--- src/source/flash_cmd_pkg.sv ---
`default_nettype none

package flash_cmd_pkg;

    // commands carried over the flash req/ack port
    typedef enum logic [2:0] {
        CMD_CLR_STATUS,
        CMD_BLOCK_ERASE,
        CMD_READ_STATUS,
        CMD_UNLOCK,
        CMD_PROGRAM
    } flash_cmd_t;

    typedef enum logic [3:0] {
        S_IDLE,
        S_CLR,
        S_ERASE,
        S_POLL,
        S_RD_STATUS,
        S_CHECK,
        S_UNLOCK,
        S_ERASE_END,
        S_PROG,
        S_PACK_END
    } upd_state_t;

    // status register layout
    localparam int ST_READY_BIT     = 7;
    localparam int ST_ERASE_ERR_BIT = 5;
    localparam int ST_PROG_ERR_BIT  = 4;
    localparam int ST_LOCK_BIT      = 1;

    localparam logic [7:0] STATUS_OK = 8'h80;

endpackage

`default_nettype wire

--- src/source/flash_geom_pkg.sv ---
`default_nettype none

package flash_geom_pkg;

    localparam int FLASH_ADDR_W     = 27;
    localparam int FLASH_DATA_W     = 16;
    localparam int HOST_DATA_W      = 32;

    // multiboot region, block size reduced for simulation
    localparam logic [FLASH_ADDR_W-1:0] REGION_BASE = 27'h40_0000;
    localparam logic [FLASH_ADDR_W-1:0] BLOCK_WORDS = 27'h100;
    localparam int ERASE_BLOCKS     = 4;
    localparam logic [FLASH_ADDR_W-1:0] LAST_BLOCK_ADDR =
        REGION_BASE + BLOCK_WORDS * FLASH_ADDR_W'(ERASE_BLOCKS - 1);

    // one packet is 8 host words, 16 flash words
    localparam int PACK_HOST_WORDS  = 8;
    localparam int PACK_FLASH_WORDS = 2 * PACK_HOST_WORDS;
    localparam int PACK_NUM_W       = 16;

    localparam int POLL_CYCLES      = 20;
    localparam int FIFO_DEPTH       = 16;

    // counter widths
    localparam int FIFO_PTR_W       = $clog2(FIFO_DEPTH);
    localparam int POLL_CNT_W       = $clog2(POLL_CYCLES);
    localparam int WORD_IDX_W       = $clog2(PACK_FLASH_WORDS);

endpackage

`default_nettype wire
--- src/source/flash_update_top.sv ---
`default_nettype none

module flash_update_top (
    input  logic                                  clk_i,
    input  logic                                  rst_i,
    // host erase
    input  logic                                  erase_req_i,
    output logic                                  erase_ack_o,
    output logic [7:0]                            erase_status_o,
    // host packet data and handshake
    input  logic                                  pack_vld_i,
    input  logic [flash_geom_pkg::HOST_DATA_W-1:0]  pack_data_i,
    output logic                                  pack_ready_o,
    input  logic                                  pack_req_i,
    input  logic [flash_geom_pkg::PACK_NUM_W-1:0]   pack_num_i,
    output logic                                  pack_ack_o,
    output logic                                  pack_err_o,
    // flash command port
    output logic                                  flash_req_o,
    input  logic                                  flash_ack_i,
    output flash_cmd_pkg::flash_cmd_t             flash_cmd_o,
    output logic [flash_geom_pkg::FLASH_ADDR_W-1:0] flash_addr_o,
    output logic [flash_geom_pkg::FLASH_DATA_W-1:0] flash_data_o,
    input  logic [7:0]                            flash_status_i
);
    import flash_geom_pkg::*;
    import flash_cmd_pkg::*;

    flash_cmd_t              cmd_code;
    logic                    cmd_start;
    logic                    cmd_done;
    logic [7:0]              status;
    logic                    poll_wait;
    logic                    poll_due;
    logic                    pack_done;
    logic                    block_next;
    logic                    last_block;
    logic                    word_next;
    logic                    pack_accept;
    logic                    pack_num_match;
    logic                    fifo_flush;
    logic                    fifo_push;
    logic                    fifo_pop;
    logic                    fifo_full;
    logic [HOST_DATA_W-1:0]  fifo_data;
    logic [FLASH_ADDR_W-1:0] erase_addr;
    logic [FLASH_ADDR_W-1:0] prog_addr;

    //////////////////////////////
    // host side glue

    assign pack_ready_o = !fifo_full;
    assign fifo_push    = pack_vld_i && !fifo_full;

    update_fsm u_fsm (
        .clk_i            (clk_i),
        .rst_i            (rst_i),
        .erase_req_i      (erase_req_i),
        .pack_req_i       (pack_req_i),
        .pack_num_match_i (pack_num_match),
        .cmd_done_i       (cmd_done),
        .status_i         (status),
        .poll_due_i       (poll_due),
        .pack_done_i      (pack_done),
        .last_block_i     (last_block),
        .cmd_start_o      (cmd_start),
        .cmd_code_o       (cmd_code),
        .poll_wait_o      (poll_wait),
        .block_next_o     (block_next),
        .pack_accept_o    (pack_accept),
        .fifo_flush_o     (fifo_flush),
        .erase_ack_o      (erase_ack_o),
        .erase_status_o   (erase_status_o),
        .pack_ack_o       (pack_ack_o),
        .pack_err_o       (pack_err_o)
    );

    // words of a packet are counted while its request is up
    update_counters u_counters (
        .clk_i         (clk_i),
        .rst_i         (rst_i),
        .poll_wait_i   (poll_wait),
        .cmd_done_i    (word_next),
        .prog_active_i (pack_req_i),
        .poll_due_o    (poll_due),
        .pack_done_o   (pack_done)
    );

    // a finished erase restarts both the block walk and the packet sequence
    update_addr_gen u_addr_gen (
        .clk_i            (clk_i),
        .rst_i            (rst_i),
        .erase_start_i    (erase_ack_o),
        .block_next_i     (block_next),
        .word_next_i      (word_next),
        .pack_accept_i    (pack_accept),
        .pack_reset_i     (fifo_flush),
        .pack_num_i       (pack_num_i),
        .erase_addr_o     (erase_addr),
        .prog_addr_o      (prog_addr),
        .pack_num_match_o (pack_num_match),
        .last_block_o     (last_block)
    );

    pack_fifo u_fifo (
        .clk_i       (clk_i),
        .rst_i       (rst_i),
        .flush_i     (fifo_flush),
        .push_i      (fifo_push),
        .push_data_i (pack_data_i),
        .pop_i       (fifo_pop),
        .pop_data_o  (fifo_data),
        .full_o      (fifo_full),
        .empty_o     ()
    );

    flash_cmd_port u_port (
        .clk_i          (clk_i),
        .rst_i          (rst_i),
        .cmd_start_i    (cmd_start),
        .cmd_code_i     (cmd_code),
        .erase_addr_i   (erase_addr),
        .prog_addr_i    (prog_addr),
        .fifo_data_i    (fifo_data),
        .flash_ack_i    (flash_ack_i),
        .flash_status_i (flash_status_i),
        .fifo_pop_o     (fifo_pop),
        .cmd_done_o     (cmd_done),
        .status_o       (status),
        .word_next_o    (word_next),
        .busy_o         (),
        .flash_req_o    (flash_req_o),
        .flash_cmd_o    (flash_cmd_o),
        .flash_addr_o   (flash_addr_o),
        .flash_data_o   (flash_data_o)
    );

endmodule

`default_nettype wire

--- src/source/flash_cmd_port.sv ---
`default_nettype none

module flash_cmd_port (
    input  logic                                  clk_i,
    input  logic                                  rst_i,
    input  logic                                  cmd_start_i,
    input  flash_cmd_pkg::flash_cmd_t             cmd_code_i,
    input  logic [flash_geom_pkg::FLASH_ADDR_W-1:0] erase_addr_i,
    input  logic [flash_geom_pkg::FLASH_ADDR_W-1:0] prog_addr_i,
    input  logic [flash_geom_pkg::HOST_DATA_W-1:0]  fifo_data_i,
    input  logic                                  flash_ack_i,
    input  logic [7:0]                            flash_status_i,
    output logic                                  fifo_pop_o,
    output logic                                  cmd_done_o,
    output logic [7:0]                            status_o,
    output logic                                  word_next_o,
    output logic                                  busy_o,
    output logic                                  flash_req_o,
    output flash_cmd_pkg::flash_cmd_t             flash_cmd_o,
    output logic [flash_geom_pkg::FLASH_ADDR_W-1:0] flash_addr_o,
    output logic [flash_geom_pkg::FLASH_DATA_W-1:0] flash_data_o
);
    import flash_geom_pkg::*;
    import flash_cmd_pkg::*;

    typedef enum logic [1:0] {P_IDLE, P_REQ, P_ACK_LOW, P_DONE} port_state_t;

    port_state_t           pstate;
    logic                  hi_half;
    logic                  launch;
    logic [FLASH_DATA_W-1:0] hi_word;

    assign launch     = pstate == P_IDLE && cmd_start_i;
    assign fifo_pop_o = launch && cmd_code_i == CMD_PROGRAM && !hi_half;
    assign busy_o     = pstate != P_IDLE;
    assign cmd_done_o = pstate == P_DONE;
    assign word_next_o = cmd_done_o && flash_cmd_o == CMD_PROGRAM;

    //////////////////////////////
    // four-phase handshake

    always_ff @(posedge clk_i) begin
        if (rst_i) begin
            pstate      <= P_IDLE;
            flash_req_o <= 1'b0;
            hi_half     <= 1'b0;
        end else begin
            case (pstate)
                P_IDLE: begin
                    if (cmd_start_i) begin
                        pstate      <= P_REQ;
                        flash_req_o <= 1'b1;
                        if (cmd_code_i == CMD_PROGRAM) begin
                            hi_half <= !hi_half;
                        end
                    end
                end
                P_REQ: begin
                    if (flash_ack_i) begin
                        pstate      <= P_ACK_LOW;
                        flash_req_o <= 1'b0;
                    end
                end
                P_ACK_LOW: if (!flash_ack_i) pstate <= P_DONE;
                default:   pstate <= P_IDLE;
            endcase
        end
    end

    //////////////////////////////
    // command payload, low half goes out first

    always_ff @(posedge clk_i) begin
        if (launch) begin
            flash_cmd_o  <= cmd_code_i;
            flash_addr_o <= (cmd_code_i == CMD_PROGRAM) ? prog_addr_i : erase_addr_i;
            if (fifo_pop_o) begin
                flash_data_o <= fifo_data_i[FLASH_DATA_W-1:0];
                hi_word      <= fifo_data_i[HOST_DATA_W-1:FLASH_DATA_W];
            end else if (cmd_code_i == CMD_PROGRAM) begin
                flash_data_o <= hi_word;
            end else begin
                flash_data_o <= '0;
            end
        end
        if (pstate == P_REQ && flash_ack_i && flash_cmd_o == CMD_READ_STATUS) begin
            status_o <= flash_status_i;
        end
    end

    // a new request waits until the flash has released its ack
    a_req_after_ack_low: assert property (@(posedge clk_i) disable iff (rst_i)
        $rose(flash_req_o) |-> !flash_ack_i);

endmodule

`default_nettype wire

--- src/source/pack_fifo.sv ---
`default_nettype none

module pack_fifo (
    input  logic                                 clk_i,
    input  logic                                 rst_i,
    input  logic                                 flush_i,
    input  logic                                 push_i,
    input  logic [flash_geom_pkg::HOST_DATA_W-1:0] push_data_i,
    input  logic                                 pop_i,
    output logic [flash_geom_pkg::HOST_DATA_W-1:0] pop_data_o,
    output logic                                 full_o,
    output logic                                 empty_o
);
    import flash_geom_pkg::*;

    logic [HOST_DATA_W-1:0] mem [FIFO_DEPTH];
    logic [FIFO_PTR_W-1:0]  wr_ptr;
    logic [FIFO_PTR_W-1:0]  rd_ptr;
    logic [FIFO_PTR_W:0]    count;

    always_ff @(posedge clk_i) begin
        if (push_i) begin
            mem[wr_ptr] <= push_data_i;
        end
    end

    // pointers wrap naturally, depth is a power of two
    always_ff @(posedge clk_i) begin
        if (rst_i || flush_i) begin
            wr_ptr <= '0;
            rd_ptr <= '0;
            count  <= '0;
        end else begin
            if (push_i) begin
                wr_ptr <= wr_ptr + 1'b1;
            end
            if (pop_i) begin
                rd_ptr <= rd_ptr + 1'b1;
            end
            case ({push_i, pop_i})
                2'b10:   count <= count + 1'b1;
                2'b01:   count <= count - 1'b1;
                default: count <= count;
            endcase
        end
    end

    // show-ahead read
    assign pop_data_o = mem[rd_ptr];
    assign full_o     = count == (FIFO_PTR_W + 1)'(FIFO_DEPTH);
    assign empty_o    = count == '0;

    a_no_overflow: assert property (@(posedge clk_i) disable iff (rst_i)
        push_i |-> !full_o);
    a_no_underflow: assert property (@(posedge clk_i) disable iff (rst_i)
        pop_i |-> !empty_o);

endmodule

`default_nettype wire

--- src/source/update_addr_gen.sv ---
`default_nettype none

module update_addr_gen (
    input  logic                                  clk_i,
    input  logic                                  rst_i,
    input  logic                                  erase_start_i,
    input  logic                                  block_next_i,
    input  logic                                  word_next_i,
    input  logic                                  pack_accept_i,
    input  logic                                  pack_reset_i,
    input  logic [flash_geom_pkg::PACK_NUM_W-1:0]   pack_num_i,
    output logic [flash_geom_pkg::FLASH_ADDR_W-1:0] erase_addr_o,
    output logic [flash_geom_pkg::FLASH_ADDR_W-1:0] prog_addr_o,
    output logic                                  pack_num_match_o,
    output logic                                  last_block_o
);
    import flash_geom_pkg::*;

    logic [PACK_NUM_W-1:0]   expected;
    logic [FLASH_ADDR_W-1:0] prog_base;
    logic [WORD_IDX_W-1:0]   word_idx;

    // erase walks the region one block at a time
    always_ff @(posedge clk_i) begin
        if (rst_i || erase_start_i) begin
            erase_addr_o <= REGION_BASE;
        end else if (block_next_i) begin
            erase_addr_o <= erase_addr_o + BLOCK_WORDS;
        end
    end

    assign last_block_o = erase_addr_o == LAST_BLOCK_ADDR;

    // packet base is fixed on accept, then expected moves on
    always_ff @(posedge clk_i) begin
        if (rst_i || erase_start_i || pack_reset_i) begin
            expected <= '0;
        end else if (pack_accept_i) begin
            expected  <= expected + 1'b1;
            prog_base <= REGION_BASE + FLASH_ADDR_W'(expected) * FLASH_ADDR_W'(PACK_FLASH_WORDS);
        end
    end

    always_ff @(posedge clk_i) begin
        if (rst_i || pack_accept_i) begin
            word_idx <= '0;
        end else if (word_next_i) begin
            word_idx <= word_idx + 1'b1;
        end
    end

    assign prog_addr_o      = prog_base + FLASH_ADDR_W'(word_idx);
    assign pack_num_match_o = pack_num_i == expected;

endmodule

`default_nettype wire

--- src/source/update_counters.sv ---
`default_nettype none

module update_counters (
    input  logic clk_i,
    input  logic rst_i,
    input  logic poll_wait_i,
    input  logic cmd_done_i,
    input  logic prog_active_i,
    output logic poll_due_o,
    output logic pack_done_o
);
    import flash_geom_pkg::*;

    logic [POLL_CNT_W-1:0] poll_cnt;
    logic [WORD_IDX_W:0]   word_cnt;

    // poll timer, restarts whenever the wait is left
    always_ff @(posedge clk_i) begin
        if (rst_i || !poll_wait_i) begin
            poll_cnt   <= '0;
            poll_due_o <= 1'b0;
        end else if (poll_cnt == POLL_CNT_W'(POLL_CYCLES - 1)) begin
            poll_cnt   <= '0;
            poll_due_o <= 1'b1;
        end else begin
            poll_cnt   <= poll_cnt + 1'b1;
            poll_due_o <= 1'b0;
        end
    end

    // completed program commands of the current packet
    always_ff @(posedge clk_i) begin
        if (rst_i || !prog_active_i) begin
            word_cnt <= '0;
        end else if (cmd_done_i) begin
            word_cnt <= word_cnt + 1'b1;
        end
    end

    assign pack_done_o = word_cnt == (WORD_IDX_W + 1)'(PACK_FLASH_WORDS);

endmodule

`default_nettype wire

--- src/source/update_fsm.sv ---
`default_nettype none

module update_fsm (
    input  logic                      clk_i,
    input  logic                      rst_i,
    input  logic                      erase_req_i,
    input  logic                      pack_req_i,
    input  logic                      pack_num_match_i,
    input  logic                      cmd_done_i,
    input  logic [7:0]                status_i,
    input  logic                      poll_due_i,
    input  logic                      pack_done_i,
    input  logic                      last_block_i,
    output logic                      cmd_start_o,
    output flash_cmd_pkg::flash_cmd_t cmd_code_o,
    output logic                      poll_wait_o,
    output logic                      block_next_o,
    output logic                      pack_accept_o,
    output logic                      fifo_flush_o,
    output logic                      erase_ack_o,
    output logic [7:0]                erase_status_o,
    output logic                      pack_ack_o,
    output logic                      pack_err_o
);
    import flash_cmd_pkg::*;

    upd_state_t state;
    logic       cmd_pend;
    logic       issue_state;
    logic       status_err;
    logic       pack_start;

    //////////////////////////////
    // command per state

    always_comb begin
        issue_state = 1'b1;
        cmd_code_o  = CMD_CLR_STATUS;
        case (state)
            S_CLR:       cmd_code_o = CMD_CLR_STATUS;
            S_ERASE:     cmd_code_o = CMD_BLOCK_ERASE;
            S_RD_STATUS: cmd_code_o = CMD_READ_STATUS;
            S_UNLOCK:    cmd_code_o = CMD_UNLOCK;
            S_PROG:      cmd_code_o = CMD_PROGRAM;
            default:     issue_state = 1'b0;
        endcase
    end

    // one command in flight, none once the packet is complete
    assign cmd_start_o = issue_state && !cmd_pend && !(state == S_PROG && pack_done_i);

    assign status_err    = status_i[ST_ERASE_ERR_BIT] || status_i[ST_PROG_ERR_BIT];
    assign pack_start    = state == S_IDLE && !erase_req_i && pack_req_i;
    assign pack_accept_o = pack_start && pack_num_match_i;
    assign fifo_flush_o  = pack_start && !pack_num_match_i;
    assign poll_wait_o   = state == S_POLL;
    assign block_next_o  = state == S_CHECK && status_i == STATUS_OK && !last_block_i;

    //////////////////////////////
    // sequencing and host acks

    always_ff @(posedge clk_i) begin
        if (rst_i) begin
            state          <= S_IDLE;
            cmd_pend       <= 1'b0;
            erase_ack_o    <= 1'b0;
            erase_status_o <= '0;
            pack_ack_o     <= 1'b0;
            pack_err_o     <= 1'b0;
        end else begin
            if (cmd_start_o) begin
                cmd_pend <= 1'b1;
            end else if (cmd_done_i) begin
                cmd_pend <= 1'b0;
            end

            case (state)
                S_IDLE: begin
                    if (erase_req_i) begin
                        state <= S_CLR;
                    end else if (pack_accept_o) begin
                        state <= S_PROG;
                    end else if (fifo_flush_o) begin
                        state      <= S_PACK_END;
                        pack_ack_o <= 1'b1;
                        pack_err_o <= 1'b1;
                    end
                end
                S_CLR:       if (cmd_done_i) state <= S_ERASE;
                S_ERASE:     if (cmd_done_i) state <= S_POLL;
                S_POLL:      if (poll_due_i) state <= S_RD_STATUS;
                S_RD_STATUS: if (cmd_done_i) state <= S_CHECK;
                S_UNLOCK:    if (cmd_done_i) state <= S_CLR;
                S_CHECK: begin
                    if (!status_i[ST_READY_BIT]) begin
                        state <= S_POLL;
                    end else if (status_i == STATUS_OK && !last_block_i) begin
                        state <= S_CLR;
                    end else if (status_i[ST_LOCK_BIT] && !status_err) begin
                        state <= S_UNLOCK;
                    end else begin
                        // done, or aborted on an error
                        state          <= S_ERASE_END;
                        erase_ack_o    <= 1'b1;
                        erase_status_o <= status_i;
                    end
                end
                S_ERASE_END: begin
                    if (!erase_req_i) begin
                        state       <= S_IDLE;
                        erase_ack_o <= 1'b0;
                    end
                end
                S_PROG: begin
                    if (pack_done_i) begin
                        state      <= S_PACK_END;
                        pack_ack_o <= 1'b1;
                        pack_err_o <= 1'b0;
                    end
                end
                S_PACK_END: begin
                    if (!pack_req_i) begin
                        state      <= S_IDLE;
                        pack_ack_o <= 1'b0;
                    end
                end
                default: state <= S_IDLE;
            endcase
        end
    end

    // the port accepts a new command only after the previous one completed
    a_start_spacing: assert property (@(posedge clk_i) disable iff (rst_i)
        cmd_start_o |=> !cmd_start_o);

endmodule

`default_nettype wire

--- config.mk ---
export PLATFORM = sky130hd
export DESIGN_NAME = flash_update_top
export DESIGN_NICKNAME = d
export VERILOG_FILES = /design/src/source/flash_cmd_pkg.sv /design/src/source/flash_geom_pkg.sv /design/src/source/flash_update_top.sv /design/src/source/flash_cmd_port.sv /design/src/source/pack_fifo.sv /design/src/source/update_addr_gen.sv /design/src/source/update_counters.sv /design/src/source/update_fsm.sv
export SDC_FILE = /design/constraint.sdc
export NUM_CORES = 1
export LEC_CHECK = 0
export BUFFER_PORTS_ARGS = -buffer_cell sky130_fd_sc_hd__buf_2
export CAP_MARGIN = 10
export CELL_PAD_IN_SITES_DETAIL_PLACEMENT = 0
export CELL_PAD_IN_SITES_GLOBAL_PLACEMENT = 2
export CORE_ASPECT_RATIO = 0.5
export CORE_MARGIN = 5
export CORE_UTILIZATION = 30
export CTS_CLUSTER_DIAMETER = 120
export DETAILED_ROUTE_END_ITERATION = 6
export GPL_TIMING_DRIVEN = 0
export PLACE_DENSITY_LB_ADDON = 0.2
export SLEW_MARGIN = 20
export SYNTH_ARGS = -nofsm -noshare
export SYNTH_HDL_FRONTEND = slang
export SYNTH_SLANG_ARGS = --single-unit
--- constraint.sdc ---
create_clock -name clk_i -period 4.8 [get_ports clk_i]
set_clock_uncertainty 0.1 [all_clocks]
set_input_delay 0.48 -clock clk_i [delete_from_list [all_inputs] [get_ports clk_i]]
set_output_delay 0.48 -clock clk_i [all_outputs]
set_load 0.05 [all_outputs]
==> results of run 1 <==
power by group through the flow:
stage / sequential (W) / combinational, W / clock (W)
6_report: 0.00715 / 0.00317 / 0.00523
5_1_grt: 0.00718 / 0.00342 / 0.00567
4_1_cts: 0.00716 / 0.00327 / 0.00542
3_5_place_dp: 0.00728 / 0.00326 / 0
3_3_place_gp: 0.00733 / 0.00315 / 0
2_1_floorplan: 0.00800 / 0.00141 / 0
cell type report:
class                           count  area, sq um
Multi-Input combinational cell    699         6980
Tap cell                         1185         1480
Antenna cell                        2         5.00
Clock inverter                     39          343
Timing Repair Buffer              184         1520
Sequential cell                   685        19700
Inverter                           20         75.1
Clock buffer                       85         1820
Fill cell                        8265        56400
Buffer                             78          362
flip-flops by register name (all words and copies together) (netlist names), 2 cells and up, named ones only:
register                 flops
u_port.hi_word              16
u_addr_gen.erase_addr_o     19
u_port.status_o              8
u_fifo.wr_ptr                4
u_fsm.state                  4
u_addr_gen.prog_base        16
u_port.flash_data_o         16
u_port.pstate                2
u_fifo.rd_ptr                4
u_fifo.mem                 512
u_addr_gen.word_idx          4
u_counters.word_cnt          5
u_counters.poll_cnt          5
u_port.flash_cmd_o           3
u_fsm.erase_status_o         8
u_fifo.count                 5
u_addr_gen.expected         16
u_port.flash_addr_o         27
path summary, 6_finish.rpt:
check | from | end | slack, ns | depth (start not counted)
max | u_fsm.state[0] | u_fifo.count[4] | 0.70 | 13
max reg2reg | u_fsm.state[0] | u_fifo.count[4] | 0.70 | 13
min reg2reg | u_counters.poll_cnt[0] | u_counters.poll_cnt[0] | 0.35 | 1
min | pack_data_i[30] | u_fifo.mem[13][30] | 0.10 | 1
layer usage:
metal  vias up  GRT usage (%)  part of all wire, %
li1       6448              -                    -
met1      7548           21.2                   46
met2       271           24.6                   48
met3        82           2.46                  3.9
met4         0           3.66                  1.8
met5         -              0                    0
what timing repair did:
action / 4_1_cts / 5_1_grt
endpoints found under the hold margin: 9 / 0
hold buffers: 9 / 0
resized for setup: 0 / 0
cell usage in the layout (no fill, tap or decap), types with 12 or more instances in the layout:
| cell | Yosys | routed |
|---|---|---|
| sky130_fd_sc_hd__edfxtp_1 | 598 | 598 |
| sky130_fd_sc_hd__mux4_2 | 160 | 160 |
| sky130_fd_sc_hd__buf_2 | 30 | 153 |
| sky130_fd_sc_hd__nand2_1 | 121 | 121 |
| sky130_fd_sc_hd__dfxtp_1 | 87 | 87 |
| sky130_fd_sc_hd__clkbuf_16 | 0 | 70 |
| sky130_fd_sc_hd__clkbuf_1 | 38 | 51 |
| sky130_fd_sc_hd__nor2_1 | 59 | 47 |
| sky130_fd_sc_hd__o21ai_0 | 40 | 40 |
| sky130_fd_sc_hd__a21oi_1 | 39 | 39 |
| sky130_fd_sc_hd__xor2_1 | 32 | 32 |
| sky130_fd_sc_hd__buf_4 | 4 | 25 |
| sky130_fd_sc_hd__nand3_1 | 20 | 20 |
| sky130_fd_sc_hd__inv_1 | 19 | 19 |
| sky130_fd_sc_hd__ha_1 | 19 | 19 |
| sky130_fd_sc_hd__or3_1 | 17 | 17 |
| sky130_fd_sc_hd__and2_1 | 16 | 15 |
| sky130_fd_sc_hd__or4_1 | 15 | 15 |
| sky130_fd_sc_hd__clkinv_2 | 0 | 15 |
| sky130_fd_sc_hd__nand4_1 | 14 | 14 |
| sky130_fd_sc_hd__o31ai_1 | 14 | 14 |
| sky130_fd_sc_hd__mux2i_1 | 14 | 14 |
| sky130_fd_sc_hd__clkinv_1 | 0 | 13 |
| sky130_fd_sc_hd__buf_12 | 0 | 13 |
| sky130_fd_sc_hd__nor2_4 | 0 | 12 |
| sky130_fd_sc_hd__buf_16 | 0 | 12 |
worst max-delay path, cell delays in order, from the launching register on:
cell	delay [ns]
sky130_fd_sc_hd__dfxtp_1	0.34
sky130_fd_sc_hd__or4b_4	0.60
sky130_fd_sc_hd__nor4b_2	0.48
sky130_fd_sc_hd__buf_4	0.30
sky130_fd_sc_hd__buf_2	0.40
sky130_fd_sc_hd__ha_1	0.26
sky130_fd_sc_hd__clkbuf_1	0.30
sky130_fd_sc_hd__xor2_1	0.12
sky130_fd_sc_hd__ha_1	0.26
sky130_fd_sc_hd__o21a_1	0.17
sky130_fd_sc_hd__o21ai_0	0.15
sky130_fd_sc_hd__a2bb2oi_1	0.09
sky130_fd_sc_hd__or3_1	0.31
sky130_fd_sc_hd__a21oi_1	0.13
cell families (layout without fill, tap and decap cells):
group	after synthesis	after routing
AO/OA/AOI/OAI	132	132
XOR/XNOR	40	40
adder cells (fa/ha/maj)	19	19
buffers and inverters	98	406
flip-flops	685	685
multiplexers	174	174
other	0	2
AND/OR/NAND/NOR	334	334
metrics by stage:
| stage | instance area, sq um | hold slack, ns | TNS [ns] | std cells |
|---|---|---|---|---|
| floorplan | 27000 | 0.318 | 0 | 1482 |
| global placement | 29100 | 0.332 | -811.74 | 2787 |
| detailed placement | 30000 | 0.341 | 0 | 2842 |
| CTS | 32300 | 0.0507 | 0 | 2975 |
| global route | 32300 | 0.0809 | 0 | 2976 |
| finish | 32300 | 0.104 | 0 | 2977 |
==> metrics list, run 1 <==
- Adder and majority cell fraction of the synthesized area: 0.881%
* Worst Hold Class: in2reg
- In this run the biggest area consumer among cell types represents between 60% and 70% of the synthesized area.
- Entering global routing, the biggest net connects 38 pins.
- STA classifies the critical path endpoint as a flip-flop.
- In this run the post-CTS setup repair buffer count came out at 0.
- Post-Synth XOR/XNOR Area: roughly 1.3%
- In this run, CTS created clock tree buffers numbering a little under 70.
- Yosys mapped a number of flops with a built-in enable equal to approximately 600.
- In the routed design, unresolved DRC markers number 0.
- Post-synth top flop: sky130_fd_sc_hd__edfxtp_1
- Data on the critical path is required at its endpoint by approximately 5.3 ns.
- After layout, the design draws a total of roughly 0.016 W.
- Once detail routing completed, the nets flagged for antenna violations numbered 0.
- Number of buffers inserted by port buffering: 120
* Via count of the first global-routing pass: approximately 15000
* Async set-or-reset flop fraction in the synthesized netlist: 0%
- The internal power of the cells totals 0.0109 W.
- Grt ovf: 0
- Detailed placer's ending HPWL: 48.5 mm
* Startpoint kind of the worst setup timing path: flip-flop
- Post-synthesis simple-gate area fraction: approximately 6.3%
- Register bit count reported by yosys: ~690
* Core area: about 89000 sq um
- For the worst setup path, the data arrival time is between 4 and 5 ns.
- Clock sink count: between 600 and 700
- In this run, distinct cell masters in the synthesized netlist total 67.
- TritonCTS clock tree: built
- Once layout is complete, the utilization of the core stands at about 36%.
* Worst Setup Path Type: reg2reg
- Subtracting the final worst setup slack from the clock period gives approximately 4.1 ns.
- Of the total power, registers draw a little under half.
- Clk Tree Root Cell: sky130_fd_sc_hd__clkbuf_16
* Number of max-cap violations: 0
* Static leakage power: around 10 nW
* Worst setup slack before clock tree synthesis: approximately 0.64 ns
* Number of detailed-routing iterations run before antenna repair: 5
* Clock share of power: around a third
- Main combinational cell family by area after synthesis: multiplexers
- In this run the worst path has a maximum fanout of 11.
* Mapped Cells: 1482
* Relative max-transition margin: between 20% and 30%
- In this run the power spent charging and discharging nets is between 0.004 and 0.005 W.
- For this block, the via count after detailed routing is roughly 14000.
- Mux share of post-synthesis cell area: approximately 14%
- After synthesis the cells add up to approximately 27000 sq um.
- 121 I/O pins were placed.
- Most common cell in the netlist: sky130_fd_sc_hd__edfxtp_1
- Crit path setup slack, layout: 0.699 ns
- Areal power density over the cells: just under 500 nW/um^2
- Mean post-synth cell area: about 18 sq um
- Max-slew violation count: 0
* Drt via density: approximately 4.8
- The Yosys step of the flow raised 0 warnings.
* Global placement routability congestion: ~0.72
* Die outline area: roughly 96000 sq um
- Portion of the clock cycle consumed by the worst path in the final layout: between 80% and 90%
- Drt wl/cell: about 24 um
* DIE HEIGHT: about 220 um
- The number of nets in the synthesized netlist is around 1600.
* Area growth from synthesis to final layout: 19.6%
- The H-tree was split into 3 levels.
- Worst slew pin tran: about 1.2 ns
- Summed over all layers, the routed wires come to just over 70 mm.
- Measured along the x axis, the die boundary spans around 430 um.
* Final Hold Vio Count: 0
- Clock-pin transition on the worst setup and hold timing paths: 0.07 ns
- The longest clock path from root to sink contains 3 buffers.
- GRT Total Usage: 15.1%
- By count the netlist is led by 598 x sky130_fd_sc_hd__edfxtp_1, 160 x sky130_fd_sc_hd__mux4_2, 121 x sky130_fd_sc_hd__nand2_1.
- Biggest area consumer among synthesized cells: sky130_fd_sc_hd__edfxtp_1
- # setup viols final: 0
- Antenna violations before repair: 4
* Initial cell density of the core: between 30% and 40%
- Wire length of the first global-routing pass: about 110 mm
- Number of nets in the final layout: 1817
* Number of DRC markers in iteration 0: 989
- The flow ran to the end, and the final reports show no timing, DRC or antenna violations.
- Derived from the worst setup path, the maximum achievable clock frequency is 244 MHz.
* Portion of total power attributed to combinational logic: 20.4%
* Worst supply voltage drop on vdd: ~0.25 mV
* Cell row count: 77
- Switching power as a share of total power: 30.0%
* Main area contributors after synthesis: sky130_fd_sc_hd__edfxtp_1 67%, sky130_fd_sc_hd__mux4_2 13%, sky130_fd_sc_hd__dfxtp_1 6.5%
- Setup repair after global routing left no endpoint under its margin.
- Clock latency at the later pin of the worst-skew pair: 0.65 ns
- The synthesized netlist devotes 3.03% of its cell area to compound gates.
- Sequential area share after synthesis: 73.0%
* Layout cell share with drive strength beyond 1: 28.2%
(Power assumes the default switching activity.)
==> inputs of run 2 (changes only) <==
PLACE_DENSITY_LB_ADDON = 0.1   (was 0.2)
==> run 2 against run 1 <==
Against the previous run: count of clock-buffer cells in the layout unchanged; flip-flop and latch count did not move; sequential share of layout area barely moved; global-route usage increased by 0.59 points; total power rose by 0.42%; first-iteration DRC count increased by 34%; final area about the same; routed wire length grew 4.3%; critical path depth unchanged; highest routed layer unchanged.
==> metrics list, run 2 (synthesis results as in run 1) <==
* Static leakage power: about 10 nW
* Number of DRC markers in iteration 0: around 1300
* Relative max-transition margin: 24.9%
- Setup TNS after final layout: 0 ns
- In this run the power density over the cells is roughly 480 nW/um^2.
* DRC errors left: 0
* Via count: about 15000
* Commonest non-fill, non-tap cell in the layout: sky130_fd_sc_hd__edfxtp_1
* DIE HEIGHT: 222 um
- TritonCTS created between 60 and 70 clock buffers.
- The floorplan step defined a core boundary enclosing approximately 89000 sq um.
* Pin count of the biggest net entering global routing: 38
* CTS-repair resized insts: 0
- Cell-internal power: 0.0109 W
- Final Hold Vio Count: 0
- Startpoint kind of the worst setup timing path: flip-flop
- Worst supply voltage drop on vdd: about 0.33 mV
- Drt wl/cell: between 20 and 30 um
- Drt via density: a little under 5
- The largest registers in the layout are u_fifo.mem (512), u_port.flash_addr_o (27), u_addr_gen.erase_addr_o (19).
- Flip-flop count of the largest register after layout: a little over 500
- Together, buffers and inverters on the worst path number 3.
- In this run the tool buffered the top-level ports with between 100 and 150 buffer cells.
- Number of nets in the final layout: around 1800
- Number of max-cap violations: 0
- At the worst endpoint, the arrival time is between 4 and 5 ns.
- Final ANT Viol Nets: 0
- Max stage delay on crit path: about 0.6 ns
- The die covers around 96000 sq um.
- In this run the cell area measured after placement is 30000 sq um.
- Sequential cell fraction of total power: between 40% and 50%
- In this run, the clock network consumes 33.8% of the power.
* Category of cells accounting for the largest share of critical-path delay: simple AND/OR/NAND/NOR gates
* Portion of the clock cycle consumed by the worst path in the final layout: between 80% and 90%
* Placed insts: roughly 2800
- The first detailed-routing pass took 7 iterations.
- CTS placed an instance of sky130_fd_sc_hd__clkbuf_16 at the clock tree root.
* Max-slew violation count: 0
- Switching power as a share of total power: 30.4%
- Largest buffer count on any clock path: 3
- Summed over all nets, the half-perimeter wirelength after detailed placement is between 50 and 60 mm.
- At the pin with the least slew margin, the transition time is roughly 1.1 ns.
* Area growth from synthesis to final layout: 19.7%
- TritonCTS built the clock tree.
- Cell row count: 77
- The first global-routing pass estimated between 100 and 150 mm of wire.
- Summing all non-filler instances in the final layout gives an area of ~32000 sq um.
- Cell-by-cell trace of the critical path: or4b_4, nor4b_2, buf_4, buf_2, ha_1, clkbuf_1, xor2_1, ha_1, o21a_1, o21ai_0, a2bb2oi_1, or3_1, a21oi_1
- Via count of the first global-routing pass: approximately 15000
- Post-route minimum period: around 4.0 ns
- GRT Total Usage: 15.7%
- For the worst setup path, the data required time is ~5.3 ns.
- # IOs: between 100 and 150
- At the later pin of the worst-skew pair, clock insertion delay measures between 0.6 and 0.7 ns.
- Clock-pin slew was measured on the worst setup and hold paths at around 0.070 ns.
- The clock drives ~700 sinks.
* Post-route non-filler standard cell count: around 3000
* Status: complete, no violations
* Flop2flop setup slack: about 0.81 ns
- Timing would allow up to about 250 MHz.
- From left edge to right edge, the die measures about 430 um.
- Once the floorplan was initialized, standard cells occupied a little under a third of the core.
- The layout has between 8000 and 9000 filler cells.
* Biggest register: u_fifo.mem
- Summed over all nets, the switching power comes to ~0.0047 W.
- RSZ-0062 raised after global routing: no
- STA classifies the critical path endpoint as a flip-flop.
* Global placement routability congestion: around 0.77
- The worst hold path belongs to the class in2reg.
- The H-tree was split into 3 levels.
- Cell occurring most often along the worst timing path: sky130_fd_sc_hd__ha_1
- The worst setup path is of the reg2reg kind.
- The largest individual stage delay along the critical path comes from the cell sky130_fd_sc_hd__or4b_4.
- Antenna violations before repair: 2
- Portion of total power attributed to combinational logic: about 20%
- Grt ovf: 0
- Top fanout value on the critical path: 11
* Wire length after detailed routing: around 75 mm
* # setup viols final: 0
- Layout cell share with drive strength beyond 1: between 20% and 30%
- The top cell types in the final layout, fill and taps aside, are 598 x sky130_fd_sc_hd__edfxtp_1, 160 x sky130_fd_sc_hd__mux4_2, 152 x sky130_fd_sc_hd__buf_2.
[run 2: timing repair]
item                                   in CTS  in global routing
endpoints found under the hold margin       9                  0
setup buffers                               0                  0
hold buffers                                9                  0
[run 2: per-layer routing]
metal / track usage, % / share of wire (%) / vias to the layer above
met2: 25.8 / 48 / 374
met1: 21.4 / 45 / 7656
met4: 4.01 / 2.0 / 0
li1: - / - / 6443
met5: 0 / 0 / -
met3: 3.08 / 5.0 / 95
[run 2: worst paths after layout]
kind                          startpoint                      to  cells past startpoint
setup / recovery          u_fsm.state[0]         u_fifo.count[4]                     13
hold reg to reg   u_counters.poll_cnt[0]  u_counters.poll_cnt[0]                      1
hold / removal           pack_data_i[19]      u_fifo.mem[14][19]                      1
setup reg to reg          u_fsm.state[0]         u_fifo.count[4]                     13
[run 2: final cells by class]
cell class                 count  area [sq um]  area share [%]
tap                         1185          1480            4.59
timing repair buffer         184          1550            4.79
multi-input combinational    699          6980            21.6
clock inverter                37           315           0.976
clock buffer                  85          1840            5.69
buffer                        78           364            1.13
inverter                      20          75.1           0.232
antenna                        3          7.51          0.0232
sequential                   685         19700            61.0
[run 2: per-stage QoR]
stage               total power [W]  hold slack (ns)  setup WS, ns  util, %
floorplan                   0.00940            0.318         0.732        -
global placement             0.0104            0.335         -3.41     32.8
detailed placement           0.0105            0.340         0.809     33.9
CTS                          0.0159           0.0383         0.772     36.4
global route                 0.0163           0.0663         0.566     36.4
finish                       0.0156            0.102         0.807     36.4
[run 2: power by group through the flow]
| stage | Combinational, W | Sequential, W | Clock [W] |
|---|---|---|---|
| 4_1_cts | 0.00328 | 0.00715 | 0.00545 |
| 2_1_floorplan | 0.00141 | 0.00800 | 0 |
| 3_3_place_gp | 0.00311 | 0.00732 | 0 |
| 5_1_grt | 0.00343 | 0.00718 | 0.00570 |
| 3_5_place_dp | 0.00327 | 0.00728 | 0 |
| 6_report | 0.00320 | 0.00715 | 0.00527 |
